### config.mk
export PLATFORM = sky130hd
export DESIGN_NAME = vec_sequencer
export DESIGN_NICKNAME = d
export VERILOG_FILES = /design/src/vec_pkg.sv /design/src/vec_sequencer.sv
export VERILOG_INCLUDE_DIRS = /design/src
export SDC_FILE = /design/constraint.sdc
export NUM_CORES = 1
export LEC_CHECK = 0
export BUFFER_PORTS_ARGS = -buffer_cell sky130_fd_sc_hd__buf_2
export CORE_MARGIN = 2
export CORE_UTILIZATION = 35
export CTS_CLUSTER_DIAMETER = 200
export DETAILED_ROUTE_END_ITERATION = 16
export PLACE_DENSITY = 0.66
export SETUP_SLACK_MARGIN = 0.2
export SYNTH_ARGS = -nofsm -noshare
export SYNTH_HDL_FRONTEND = slang
export SYNTH_SLANG_ARGS = --single-unit
### constraint.sdc
create_clock -name clk_i -period 3.25 [get_ports clk_i]
set_input_delay 0.325 -clock clk_i [delete_from_list [all_inputs] [get_ports clk_i]]
set_output_delay 0.325 -clock clk_i [all_outputs]
set_load 0.02 [all_outputs]
### src/vec_macros.svh
// Size, opcode and function code constants for the vector coprocessor
`ifndef VEC_MACROS_SVH
`define VEC_MACROS_SVH

// Vector geometry
`define VEC_VLEN      128
`define VEC_ELEN      32
`define VEC_NR_LANES  2
`define VEC_VLMAX     (`VEC_VLEN / `VEC_ELEN)
`define VEC_ROWS      (`VEC_VLMAX / `VEC_NR_LANES)
`define VEC_NR_VREGS  32

// OP-V major opcode
`define VEC_OPC_V     7'b1010111

// funct3 categories
`define VEC_F3_IVV    3'b000
`define VEC_F3_MVV    3'b010
`define VEC_F3_IVX    3'b100
`define VEC_F3_CFG    3'b111

// funct6 codes
`define VEC_F6_ADD    6'b000000
`define VEC_F6_SUB    6'b000010
`define VEC_F6_AND    6'b001001
`define VEC_F6_OR     6'b001010
`define VEC_F6_XOR    6'b001011
`define VEC_F6_EXT    6'b001100
`define VEC_F6_MV     6'b010111

`endif

### src/vec_pkg.sv
// Shared types for the vector coprocessor, from host instruction to lane command
`include "vec_macros.svh"

package vec_pkg;

  typedef logic [`VEC_ELEN-1:0] elem_t;

  // 0 .. VLMAX inclusive
  typedef logic [$clog2(`VEC_VLMAX+1)-1:0] vl_t;

  typedef logic [4:0] vreg_idx_t;

  //////////////////////////////////////////////////
  // Instruction views
  //////////////////////////////////////////////////

  // OP-V arithmetic layout
  typedef struct packed {
    logic [5:0] funct6;
    logic       vm;
    vreg_idx_t  vs2;
    vreg_idx_t  vs1;  // Also rs1 for .vx forms
    logic [2:0] funct3;
    vreg_idx_t  vd;
    logic [6:0] opcode;
  } insn_arith_t;

  // vsetvli layout
  typedef struct packed {
    logic        cfg;
    logic [10:0] zimm;
    logic [4:0]  rs1;
    logic [2:0]  funct3;
    logic [4:0]  rd;
    logic [6:0]  opcode;
  } insn_cfg_t;

  typedef union packed {
    insn_arith_t arith;
    insn_cfg_t   cfg;
  } insn_u;

  //////////////////////////////////////////////////
  // Host side
  //////////////////////////////////////////////////

  typedef struct packed {
    insn_u insn;
    elem_t rs1_data;
  } acc_req_t;

  typedef struct packed {
    elem_t data;
    logic  error;
  } acc_resp_t;

  //////////////////////////////////////////////////
  // Backend
  //////////////////////////////////////////////////

  typedef enum logic [2:0] {
    OP_ADD,
    OP_SUB,
    OP_AND,
    OP_OR,
    OP_XOR,
    OP_MV,
    OP_EXT
  } vec_op_e;

  typedef struct packed {
    vec_op_e   op;
    vreg_idx_t vs1;
    vreg_idx_t vs2;
    vreg_idx_t vd;
    elem_t     scalar;
    logic      use_scalar;
    vl_t       vl;
  } vec_req_t;

  typedef struct packed {
    vec_op_e                         op;
    vreg_idx_t                       vs1;
    vreg_idx_t                       vs2;
    vreg_idx_t                       vd;
    elem_t                           scalar;
    logic                            use_scalar;
    logic [$clog2(`VEC_ROWS)-1:0]    row;
    vl_t                             vl;
  } lane_cmd_t;

endpackage

### src/vec_sequencer.sv
// Sequencer that steps one vector request over the lane rows and signals completion
`timescale 1ns/1ps
`include "vec_macros.svh"

module vec_sequencer (
  input  logic                                  clk_i,
  input  logic                                  rst_n_i,
  input  vec_pkg::vec_req_t                     vec_req_i,
  input  logic                                  vec_req_valid_i,
  output logic                                  vec_req_ready_o,
  output logic                                  vec_resp_valid_o,
  output vec_pkg::elem_t                        vec_resp_data_o,
  output logic                                  seq_idle_o,
  output vec_pkg::lane_cmd_t                    lane_cmd_o,
  output logic                                  lane_cmd_valid_o,
  input  vec_pkg::elem_t [`VEC_NR_LANES-1:0]    lane_rdata_i
);

  localparam int unsigned ROW_W  = $clog2(`VEC_ROWS);
  localparam int unsigned LANE_W = $clog2(`VEC_NR_LANES);

  vec_pkg::vec_req_t  req_q;
  logic               busy_q;
  logic [ROW_W-1:0]   row_q;
  logic               resp_valid_q;
  vec_pkg::elem_t     resp_data_q;

  logic               is_ext, ext_in_range, last_cmd;
  logic [LANE_W-1:0]  ext_lane;
  logic [ROW_W-1:0]   ext_row, cmd_row;

  //////////////////////////////////////////////////
  // Element index split for vext.x.v
  //////////////////////////////////////////////////

  assign is_ext       = (req_q.op == vec_pkg::OP_EXT);
  assign ext_lane     = req_q.scalar[LANE_W-1:0];
  assign ext_row      = req_q.scalar[LANE_W +: ROW_W];
  assign ext_in_range = (req_q.scalar < `VEC_VLMAX);

  assign cmd_row  = is_ext ? ext_row : row_q;
  // Extract touches a single row
  assign last_cmd = is_ext || (row_q == ROW_W'(`VEC_ROWS - 1));

  always_comb begin
    lane_cmd_o            = '0;
    lane_cmd_o.op         = req_q.op;
    lane_cmd_o.vs1        = req_q.vs1;
    lane_cmd_o.vs2        = req_q.vs2;
    lane_cmd_o.vd         = req_q.vd;
    lane_cmd_o.scalar     = req_q.scalar;
    lane_cmd_o.use_scalar = req_q.use_scalar;
    lane_cmd_o.row        = cmd_row;
    lane_cmd_o.vl         = req_q.vl;
  end

  assign lane_cmd_valid_o = busy_q;
  assign vec_req_ready_o  = !busy_q;
  assign seq_idle_o       = !busy_q;
  assign vec_resp_valid_o = resp_valid_q;
  assign vec_resp_data_o  = resp_data_q;

  always_ff @(posedge clk_i or negedge rst_n_i) begin
    if (!rst_n_i) begin
      req_q        <= '0;
      busy_q       <= 1'b0;
      row_q        <= '0;
      resp_valid_q <= 1'b0;
      resp_data_q  <= '0;
    end else begin
      resp_valid_q <= 1'b0;
      if (vec_req_valid_i && !busy_q) begin
        req_q  <= vec_req_i;
        busy_q <= 1'b1;
        row_q  <= '0;
      end else if (busy_q) begin
        if (last_cmd) begin
          busy_q       <= 1'b0;
          resp_valid_q <= 1'b1;
          // Only vext returns data and an out of range index gives zero
          resp_data_q  <= (is_ext && ext_in_range) ? lane_rdata_i[ext_lane] : '0;
        end else begin
          row_q <= row_q + 1'b1;
        end
      end
    end
  end

  a_row_range: assert property (@(posedge clk_i) disable iff (!rst_n_i)
    lane_cmd_valid_o |-> (lane_cmd_o.row < `VEC_ROWS));

endmodule

==> Flow_metrics.wiki, run 1 <==
{| class="wikitable"
! Metric !! Value
|-
| Worst path required time || 3.52 ns
|-
| Hold slack final || 0.200 ns
|-
| Fin util || 0.485
|-
| Signal arrival time at the worst endpoint || 2.28 ns
|-
| Predominant post-synthesis flop cell || dfrtp_1
|-
| Count of final hold-check violations || 0
|-
| Number of rows created at floorplan || 38
|-
| Sequential share of the synthesized area || 0.584
|-
| Total number of clock tree sinks || a little under 90
|-
| Place WS || 1.22 ns
|-
| RSZ-0062 raised after global routing || no
|-
| Dominant cells by area after synthesis || dfrtp_1 58%, mux2_2 16%, mux2i_1 8.4%, o21ai_2 6.9%, nand2_1 3.2%
|-
| Routed wire length || 9.27 mm
|-
| Max Root-Sink Buffers || 2
|-
| Delay of the slowest cell on the worst path || around 0.8 ns
|-
| Critical-path top delay cell || or4_4
|-
| Crit share post-route || 0.619
|-
| Worst vdd ir || 0.470 mV
|-
| Crit Path Max Fanout || 32
|-
| Kind of start point of the critical path || flop
|-
| Ordered list of cells on the worst path || nor4_2, nand4_1, or4_4, o21ai_0
|-
| Detailed Place HPWL || roughly 7.0 mm
|-
| Total gr overflow || 0
|-
| Ant diodes || 0
|-
| Wire length of the first global-routing pass || 14.1 mm
|-
| Synth async-reset ratio || 1.00
|-
| Aggregate negative setup slack || 0 ns
|-
| Crit end category || flop
|-
| Worst slew margin || 0.316
|-
| CTS tree || done
|-
| Number of DRC markers in iteration 0 || 69
|-
| Clk slew on worst S/H paths || 0.08 ns
|-
| Time the final worst path needs with I/O delays and setup || roughly 2 ns
|-
| Clock root buffer || clkbuf_8
|-
| Overall global routing resource usage || 0.159
|-
| WL/cell || 14.7 um
|-
| Cell taking the most area after synthesis || dfrtp_1
|-
| IO Port Bufs || between 200 and 250
|-
| Hold Crit Class || input port to flop
|-
| Count of cells resized by post-cts repair || 0
|-
| Number of pins with negative max-slew slack in the final report || 0
|-
| CORE AREA || 10,700 um2
|-
| Horiz. Die Dim || ~110 um
|-
| Die Span Y || about 110 um
|-
| H-tree Lvls || 3
|-
| Register bit total from synthesis || a little under 90
|-
| Distinct cells, synth || 23
|-
| Die Footprint || 11,700 um2
|-
| Synthesized netlist net count || 400
|-
| Tightest Pin Transition || 1.03 ns
|-
| Number of warning messages in the yosys log || 0
|-
| Total clock buffers created by CTS || 9
|-
| Effective utilization at floorplan || 0.355
|-
| Outcome || complete, no violations
|-
| Maximum number of pins on one net before global-route repair || 47
|-
| Number of buffers added to fix hold violations after cts || 1
|-
| Maximum operating frequency || between 0.4 and 0.5 GHz
|-
| Worst Setup Path Type || flop to flop
|-
| Layout cells sized above 1 || 0.654
|-
| Switching power || 0.00174 W
|-
| Number of enable flip-flop cells after synthesis || 0
|-
| P per Cell Area || 850 nW/um2
|-
| Clock tree skew after final layout || 0.00354 ns
|-
| Routability cong. || 0.713
|-
| Vias in the first global route || 2,906
|-
| Top cell type's share of synthesized area || 0.584
|-
| Clock network power share || 0.184
|-
| Relative contribution of combinational cells to total power || 0.404
|-
| Placed cell areas || 4990 um2
|-
| Mapped Area || 3810 um2
|-
| Clock insertion delay at the later pin of the skew report || 0.35 ns
|-
| P_leak || 2.70 nW
|-
| Final setup violation count || 0
|-
| DRC viols || 0
|-
| Synthesized instance count || between 200 and 300
|-
| Non-Filler Cell Area, Final || around 5200 um2
|-
| Initial antenna violation count || 0
|-
| Sequential power share || 0.412
|-
| Internal power consumption || about 0.0027 W
|-
| Post-CTS setup-driven buffer insertion count || 0
|-
| Vias || approximately 2,900
|-
| Via density per instance || 4.63
|-
| Switching share of power || 0.393
|-
| Most common cell in the netlist || dfrtp_1
|-
| Cell types with the highest counts after synthesis || 89 x dfrtp_1, 55 x mux2_2, 33 x nand2_1, 32 x mux2i_1, 30 x o21ai_2
|-
| Number of top-level design ports || between 200 and 250
|-
| Final ANT Viol Nets || 0
|-
| First-pass detailed-route iteration total || 4
|-
| Total of max-cap violations || 0
|-
| Net count of the finished layout || 608
|-
| Average size of a mapped cell || roughly 14 um2
|-
| Fillers || 1,020
|-
| Synth-to-layout area growth || 36.6%
|-
| Post-route setup slack || 1.24 ns
|}
placed cells by master (no fill, tap or decap), types with 2 or more instances in the layout:
master / n
buf_2: 210
buf_4: 3
bufinv_16: 2
clkbuf_8: 9
clkinv_2: 3
dfrtp_1: 88
inv_1: 3
mux2_2: 55
mux2i_1: 32
nand2_1: 33
nor2_1: 2
nor4_1: 3
nor4_2: 4
o21ai_0: 2
o21ai_2: 30
metal layers:
| layer | vias up | wire [um] | track usage |
|---|---|---|---|
| li1 | 1397 | - | - |
| met1 | 1392 | 3570 | 0.181 |
| met2 | 121 | 4720 | 0.280 |
| met3 | 14 | 814 | 0.0464 |
| met4 | 0 | 159 | 0.0659 |
| met5 | - | 0 | 0 |
worst max-delay path, delay by kind of cell (launching register included):
kind,cells,cell delay [ns]
AND/OR/NAND/NOR,3,1.27
AO/OA/AOI/OAI,1,0.24
flip-flops,1,0.41
final timing paths:
kind | from | to | slack (ns) | cells after the start
setup / recovery | lane_cmd_o[34] | vec_resp_data_o[0] | 1.24 | 4
hold / removal | vec_req_i[4] | lane_cmd_o[5] | 0.20 | 2
setup reg to reg | lane_cmd_o[34] | vec_resp_data_o[0] | 1.24 | 4
hold reg to reg | vec_resp_data_o[24] | vec_resp_data_o[24] | 0.48 | 2
max in group asynchronous | rst_n_i | vec_resp_data_o[15] | 1.97 | 3
min in group asynchronous | rst_n_i | vec_resp_data_o[25] | 0.53 | 2
kinds of logic after synthesis:
group           share of synthesized area
flops                               0.584
mux                                 0.246
simple gates                       0.0620
compound gates                     0.0771
buf+inv                            0.0302
state kept, by name, summed over array words and instances (netlist names):
register / cells
vec_resp_data_o: 32
row_q: 1
vec_resp_valid_o: 1
lane_cmd_o: 54
lane_cmd_valid_o: 1
cell type report:
class | count | area [um2] | share of cell area
clock buffer | 10 | 128 | 0.0245
clock inverter | 6 | 82.6 | 0.0159
inverter | 3 | 11.3 | 0.00216
multi-input combinational | 169 | 1480 | 0.284
tap | 140 | 175 | 0.0336
sequential | 89 | 2230 | 0.428
timing repair buffer | 215 | 1100 | 0.212
metrics by stage:
stage,power [W],cells
2_1_floorplan,0.00301,279
3_3_place_gp,0.00362,615
3_5_place_dp,0.00368,615
4_1_cts,0.00450,632
5_1_grt,0.00471,632
6_report,0.00443,632
power groups by stage:
| stage | combinational (W) | clock [W] | sequential, W |
|---|---|---|---|
| after floorplan | 0.000841 | 0 | 0.00217 |
| after global placement | 0.00180 | 0 | 0.00182 |
| final | 0.00179 | 0.000815 | 0.00182 |
| after detailed placement | 0.00182 | 0 | 0.00185 |
| after global routing | 0.00191 | 0.000905 | 0.00189 |
| after CTS | 0.00182 | 0.000845 | 0.00183 |
No activity file was read; power rests on OpenSTA's default activity.
==> inputs of run 2 (changes only) <==
- clock period: 3.25 -> 1.9 ns (I/O delays scaled with it)
==> run 2 against run 1 <==
Effect of this change: fmax rose by 12%; first-iteration DRC count grew 16%; combinational power rose by 91%; clock power increased by 46%; largest power group is now combinational logic; total power up 73%; critical endpoint unchanged; non-clock buffer count up 13; via count is 2.2% higher; clock-buffer cell count shrank 1.
==> Flow_metrics.wiki, run 2 (synthesized netlist as in run 1, its figures left out) <==
{| class="wikitable"
! Metric !! Value
|-
| Outcome || complete, no violations
|-
| Clock tree skew after final layout || 0.00767 ns (+0.00413 ns)
|-
| Crit end category || flop
|-
| Worst vdd ir || 0.691 mV (+47%)
|-
| Met1 Resource Use GR || 0.180 (-0.00171)
|-
| Number of pins with negative max-slew slack in the final report || 0 (unchanged)
|-
| Die Span Y || 108 um (unchanged)
|-
| Net count of the finished layout || 621 (+2.1%)
|-
| P_leak || 2.78 nW (+3.0%)
|-
| Critical-path top delay cell || or4_4
|-
| Vias in the first global route || 3,004 (+3.4%)
|-
| Register Area || 2230 um2 (+0.28%)
|-
| Family of cells with the greatest summed delay on the critical path || simple AND/OR/NAND/NOR gates
|-
| Via density per instance || 4.63 (about the same)
|-
| Detailed Place HPWL || 7.11 mm (+1.7%)
|-
| Grt met2 use || 0.274 (-0.00629)
|-
| Placed cell areas || 5070 um2 (+1.8%)
|-
| Worst slew margin || 0.682 (+0.366)
|-
| Wire length of the first global-routing pass || 14.2 mm (+0.19%)
|-
| Synth-to-layout area growth || 41.9%
|-
| Tightest Pin Transition || 0.477 ns (-0.549 ns)
|-
| Total of max-cap violations || 0 (unchanged)
|-
| Top library cells by usage in the layout, fill and taps aside || 209 x buf_2, 83 x dfrtp_1, 54 x mux2_2
|-
| Crit share post-route || 0.947 (+0.328)
|-
| Met3 usage in global routing || 0.0446 (-0.00181)
|-
| H-tree Lvls || 3 (unchanged)
|-
| Time the final worst path needs with I/O delays and setup || 1.80 ns (-0.213 ns)
|-
| Flip-flop count of the largest register, all copies and words added || 54 (unchanged)
|-
| RSZ-0062 raised after global routing || yes
|-
| Number of top-level design ports || 212 (unchanged)
|-
| Worst Setup Path Type || flop to flop
|-
| Maximum number of pins on one net before global-route repair || 46 (-2.1%)
|-
| Vias || 2,989 (+2.2%)
|-
| Setup slack of the most critical reg-to-reg path || 0.10 ns (-1.14 ns)
|-
| Ordered list of cells on the worst path || nor4_4, nand4_1, or4_4, buf_12, o21ai_1
|-
| Total gr overflow || 0 (unchanged)
|-
| Most common cell after layout, fill and taps aside || buf_2
|-
| Sequential power share || 0.399 (-0.013)
|-
| Count of final hold-check violations || 0 (unchanged)
|-
| Internal power consumption || 0.00454 W (+69%)
|-
| Clock insertion delay at the later pin of the skew report || 0.36 ns (about the same)
|-
| Fillers || 1,007 (-1.3%)
|-
| Die Footprint || 11,700 um2 (unchanged)
|-
| Total clock buffers created by CTS || 9 (unchanged)
|-
| Hold Crit Class || input port to flop
|-
| Most Used Layer, Global Route || met2
|-
| CORE AREA || 10,700 um2 (unchanged)
|-
| First-pass detailed-route iteration total || 4 (unchanged)
|-
| Switching share of power || 0.408 (+0.0151)
|-
| Number of rows created at floorplan || 38 (unchanged)
|-
| Clk slew on worst S/H paths || 0.09 ns (about the same)
|-
| P per Cell Area || 1420 nW/um2 (+67%)
|-
| Number of DRC markers in iteration 0 || 80 (+16%)
|-
| Number of buffer and inverter stages on the critical path || 1 (+1)
|-
| Layout cells sized above 1 || 0.681 (+0.0267)
|-
| CTS tree || done
|-
| Crit Path Max Fanout || 13 (-59%)
|-
| Kind of start point of the critical path || flop
|-
| Total number of clock tree sinks || 89 (unchanged)
|-
| Final ANT Viol Nets || 0 (unchanged)
|-
| Final setup violation count || 0 (unchanged)
|-
| DRC viols || 0 (unchanged)
|-
| Horiz. Die Dim || 108 um (unchanged)
|-
| Hold slack final || 0.0579 ns (-0.143 ns)
|-
| Relative contribution of combinational cells to total power || 0.445 (+0.041)
|-
| IO Port Bufs || 211 (unchanged)
|-
| Worst path required time || 2.19 ns (-1.33 ns)
|-
| Routed wire length || 9.37 mm (+1.1%)
|-
| Non-Filler Cell Area, Final || 5410 um2 (+3.9%)
|-
| Max Root-Sink Buffers || 2 (unchanged)
|-
| Maximum operating frequency || 0.556 GHz (+12%)
|-
| WL/cell || 14.5 um (-1.1%)
|-
| Aggregate negative setup slack || 0 ns (unchanged)
|-
| Fin util || 0.503 (+0.0190)
|-
| Routability cong. || 0.745 (+4.4%)
|-
| Area of combinational cells with multiple inputs || 1530 um2 (+3.8%)
|-
| Clock root buffer || clkbuf_8
|-
| Initial antenna violation count || 1 (+1)
|-
| Switching power || 0.00314 W (+80%)
|-
| Signal arrival time at the worst endpoint || 2.09 ns (-0.19 ns)
|-
| Delay of the slowest cell on the worst path || 0.51 ns (-0.27 ns)
|-
| Total power after layout || 0.00768 W (+73%)
|-
| Overall global routing resource usage || 0.158 (-0.00119)
|-
| Clock network power share || 0.156 (-0.028)
|-
| Effective utilization at floorplan || 0.355 (unchanged)
|}
run 2: changes by cell type in the layout (fill, tap and decap cells not counted), sizes merged:
cell	change
clkbuf	-1
clkinv	+2
bufinv	-2
buf	+13
diode	+1
inv	+1
run 2: power groups by stage:
stage	combinational, W	clock (W)	sequential [W]
global placement	0.00326	0	0.00300
detailed placement	0.00330	0	0.00306
global route	0.00366	0.00133	0.00316
floorplan	0.00144	0	0.00372
CTS	0.00340	0.00125	0.00307
finish	0.00342	0.00119	0.00306
run 2: cell type report:
class / count / area share
Clock buffer: 9 / 0.0229
Sequential cell: 89 / 0.413
Antenna cell: 1 / 0.000463
Inverter: 3 / 0.00208
Multi-Input combinational cell: 169 / 0.284
Tap cell: 140 / 0.0324
Timing Repair Buffer: 228 / 0.235
Clock inverter: 7 / 0.0104
run 2: stage by stage:
step | setup WS, ns | instances
2_1_floorplan | 0.201 | 279
3_3_place_gp | 0.00854 | 621
3_5_place_dp | -0.0443 | 621
4_1_cts | 0.0389 | 643
5_1_grt | 0.0180 | 646
6_report | 0.101 | 646
run 2: timing repair:
action                                 CTS  global route
endpoints found under the hold margin   33             0
setup endpoints to repair               33            33
pin swaps                                3             0
gates resized for setup                  8             7
cloned                                   1             0
hold buffers                             1             0
setup buffers                            4             2
run 2: routing by layer:
layer,part of all wire,up-vias
met5,0,-
met4,0.023,0
met3,0.086,18
met2,0.50,132
met1,0.39,1403
li1,-,1436
run 2: worst reg2reg max path, stage by stage, from the launching register on:
cell	delay, ns
dfrtp_2	0.44
nor4_4	0.29
nand4_1	0.16
or4_4	0.51
buf_12	0.19
o21ai_1	0.14
run 2: worst paths after layout:
kind                                    startpoint                  end  depth (start not counted)
worst max register to register      lane_cmd_o[32]   vec_resp_data_o[0]                          5
worst min register to register  vec_resp_data_o[7]   vec_resp_data_o[7]                          2
min in group asynchronous                  rst_n_i  vec_resp_data_o[14]                          2
worst max-delay path                lane_cmd_o[32]   vec_resp_data_o[0]                          5
worst min-delay path                 vec_req_i[48]       lane_cmd_o[49]                          2
max in group asynchronous                  rst_n_i        lane_cmd_o[5]                          3
==> inputs of run 3 (changes only) <==
- ABC_AREA: default -> 1
- CTS_BUF_LIST: default -> sky130_fd_sc_hd__clkbuf_4 sky130_fd_sc_hd__clkbuf_8
==> run 3 against run 2 <==
Effect of this change: clock-buffer cell count increased by 5; first-iteration DRC count increased to 2.5 times the previous value; worst setup slack improved by 0.23 ns; clock power increased by 8%; combinational power increased by 5%; register-to-register slack improved by 0.23 ns; flip-flop and latch count unchanged; clock skew increased by 0.0069 ns; die area increased by 7.8%; final cell count increased by 34%; total power increased by 1.7%; synthesized cell count increased by 85%; critical endpoint is now lane_cmd_o[5]; largest power group unchanged.
==> Flow_metrics.wiki, run 3 <==
{| class="wikitable"
! Metric !! Value
|-
| Clock root buffer || clkbuf_8
|-
| Total number of clock tree sinks || 89 (unchanged)
|-
| Clock insertion delay at the later pin of the skew report || 0.36 ns (about the same)
|-
| Via density per instance || 4.58 (-1.0%)
|-
| Clock tree skew after final layout || 0.0145 ns (+0.00687 ns)
|-
| Worst path required time || 1.71 ns (-0.48 ns)
|-
| Sequential share of the synthesized area || 0.540 (-0.0438)
|-
| Synthesized netlist net count || 638 (+60%)
|-
| Non-Filler Cell Area, Final || 5500 um2 (+1.7%)
|-
| Cell types with the highest counts after synthesis || 261 x nand2_1, 89 x dfrtp_1, 46 x nor2_1, 32 x a21boi_0, 32 x nand3_1
|-
| Wire length of the first global-routing pass || 17.7 mm (+25%)
|-
| Worst Setup Path Type || flop to primary output
|-
| WL/cell || 12.9 um (-11%)
|-
| Number of DRC markers in iteration 0 || 200 (+150%)
|-
| Synth async-reset ratio || 1.00 (unchanged)
|-
| CORE AREA || 11,500 um2 (+6.7%)
|-
| First-pass detailed-route iteration total || 4 (unchanged)
|-
| Count of final hold-check violations || 0 (unchanged)
|-
| Top cell type's share of synthesized area || 0.540 (-0.0438)
|-
| Overall global routing resource usage || 0.173 (+0.0145)
|-
| Clk slew on worst S/H paths || 0.09 ns (about the same)
|-
| Number of top-level design ports || 212 (unchanged)
|-
| Max Root-Sink Buffers || 2 (unchanged)
|-
| Most common cell in the netlist || nand2_1
|-
| CTS tree || done
|-
| Tightest Pin Transition || 0.514 ns (+0.0376 ns)
|-
| Highest signal layer in the routed design || met4
|-
| Synthesized instance count || 517 (+85%)
|-
| Final setup violation count || 0 (unchanged)
|-
| Die Span Y || 113 um (+3.8%)
|-
| Synth-to-layout area growth || 33.5%
|-
| Time the final worst path needs with I/O delays and setup || 1.57 ns (-0.226 ns)
|-
| Worst vdd ir || 0.979 mV (+42%)
|-
| Vias || 3,961 (+33%)
|-
| Average size of a mapped cell || 7.97 um2 (-42%)
|-
| Routability cong. || 0.811 (+9.0%)
|-
| Distinct cells, synth || 19 (-17%)
|-
| Net count of the finished layout || 838 (+35%)
|-
| Dominant cells by area after synthesis || dfrtp_1 54%, nand2_1 24%, a21boi_0 5.8%, nor2_1 4.2%, nand3_1 3.9%
|-
| Cell taking the most area after synthesis || dfrtp_1
|-
| Crit share post-route || 0.828 (-0.119)
|-
| RSZ-0062 raised after global routing || yes
|-
| P per Cell Area || 1420 nW/um2 (about the same)
|-
| Maximum operating frequency || 0.636 GHz (+14%)
|-
| Number of warning messages in the yosys log || 0 (unchanged)
|-
| Die Footprint || 12,700 um2 (+7.8%)
|-
| Outcome || complete, no violations
|-
| Total clock buffers created by CTS || 9 (unchanged)
|-
| Crit end category || primary output
|-
| Worst slew margin || 0.657 (-0.0251)
|-
| Vias in the first global route || 3,794 (+26%)
|-
| Predominant post-synthesis flop cell || dfrtp_1
|-
| H-tree Lvls || 3 (unchanged)
|-
| Layout cells sized above 1 || 0.343 (-0.338)
|-
| Maximum number of pins on one net before global-route repair || 52 (+13%)
|-
| DRC viols || 0 (unchanged)
|-
| Routed metal-1 wirelength || 4.86 mm (+33%)
|-
| Aggregate negative setup slack || 0 ns (unchanged)
|-
| Flip-flop count of the largest register, all copies and words added || 54 (unchanged)
|-
| Detailed Place HPWL || 8.23 mm (+16%)
|-
| Number of pins with negative max-slew slack in the final report || 0 (unchanged)
|-
| Total gr overflow || 0 (unchanged)
|-
| Initial antenna violation count || 0 (-1)
|-
| Routed wire length || 11.1 mm (+19%)
|-
| Ant diodes || 0 (-1)
|-
| Horiz. Die Dim || 113 um (+3.8%)
|-
| Total of max-cap violations || 0 (unchanged)
|-
| IO Port Bufs || 211 (unchanged)
|-
| Signal arrival time at the worst endpoint || 1.38 ns (-0.71 ns)
|-
| Register bit total from synthesis || 89 (unchanged)
|-
| Number of enable flip-flop cells after synthesis || 0 (unchanged)
|-
| Met3 layer wire length in the routed design || 945 um (+17%)
|-
| Top library cells by usage in the layout, fill and taps aside || 260 x nand2_1, 210 x buf_2, 89 x dfrtp_1
|-
| Kind of start point of the critical path || flop
|-
| Effective utilization at floorplan || 0.359 (+0.00461)
|-
| Count of cells resized by post-cts repair || 0 (-8)
|-
| Hold Crit Class || input port to flop
|-
| Mapped Area || 4120 um2 (+8.1%)
|-
| Number of rows created at floorplan || 39 (+2.6%)
|-
| Most common cell after layout, fill and taps aside || nand2_1
|-
| Crit Path Max Fanout || 24 (+11)
|-
| Total met2 wirelength after detailed routing || 5.17 mm (+10%)
|-
| P_leak || 3.28 nW (+18%)
|-
| Placed cell areas || 5280 um2 (+4.1%)
|-
| Final ANT Viol Nets || 0 (unchanged)
|}
-- run 3: changes by cell type after synthesis, moves of 4 or more --
cell / change
buf_2: +7
clkbuf_1: +5
o21ai_2: -30
mux2i_1: -32
nor4_2: -4
buf_4: +5
nand3_1: +31
nand2_1: +228
a21boi_0: +32
mux2_2: -55
nor2_1: +44
-- run 3: cell type report --
class	instances	area, um2
Tap cell	143	179
Inverter	8	30.0
Clock inverter	2	10.0
Clock buffer	14	186
Sequential cell	89	2230
Timing Repair Buffer	221	1190
Fill cell	1151	5970
Multi-Input combinational cell	388	1680
-- run 3: timing repair --
action | in CTS | in global routing
hold endpoints to repair | 89 | 0
setup buffers | 0 | 0
hold buffers | 1 | 0
endpoints found under the setup margin | 0 | 6
-- run 3: cell families after synthesis --
family | after synthesis | share of synthesized area
compound gates | 38 | 0.0662
buf+inv | 41 | 0.0546
flops | 89 | 0.540
simple gates | 349 | 0.339
-- run 3: per-stage QoR --
step	hold WS (ns)	util	total power [W]	setup WS, ns	std cells
CTS	0.00420	0.479	0.00792	0.292	864
global placement	0.00956	0.461	0.00655	0.393	847
floorplan	-0.106	-	0.00535	0.527	517
detailed placement	0.0100	0.461	0.00661	0.346	847
finish	0.0233	0.480	0.00781	0.327	865
global route	0.0118	0.480	0.00845	0.179	865
-- run 3: critical path, stage by stage, from the launching register on --
cell     delay, ns
dfrtp_1       0.51
buf_4         0.31
buf_2         0.21
-- run 3: path summary, 6_finish.rpt --
kind / cells after the start / startpoint / slack, ns / end
hold / removal: 3 / vec_req_i[19] / 0.02 / lane_cmd_o[20]
max in group asynchronous: 3 / rst_n_i / 1.06 / lane_cmd_o[5]
setup / recovery: 2 / lane_cmd_o[5] / 0.33 / lane_cmd_o[5]
min in group asynchronous: 2 / rst_n_i / 0.18 / vec_resp_data_o[2]
setup reg to reg: 6 / lane_cmd_o[32] / 0.33 / vec_resp_data_o[18]
hold reg to reg: 2 / lane_cmd_o[46] / 0.48 / lane_cmd_o[46]
-- run 3: routing by layer --
| layer | GRT usage | vias to the layer above |
|---|---|---|
| li1 | - | 1995 |
| met1 | 0.218 | 1798 |
| met2 | 0.286 | 156 |
| met3 | 0.0486 | 12 |
| met4 | 0.0593 | 0 |
| met5 | 0 | - |
-- run 3: power breakdown --
group | switching [W] | total, W | internal [W]
clock network | 0.000645 | 0.00128 | 0.000631
logic | 0.00238 | 0.00360 | 0.00122
registers | 0.000438 | 0.00294 | 0.00250
total | 0.00346 | 0.00781 | 0.00435
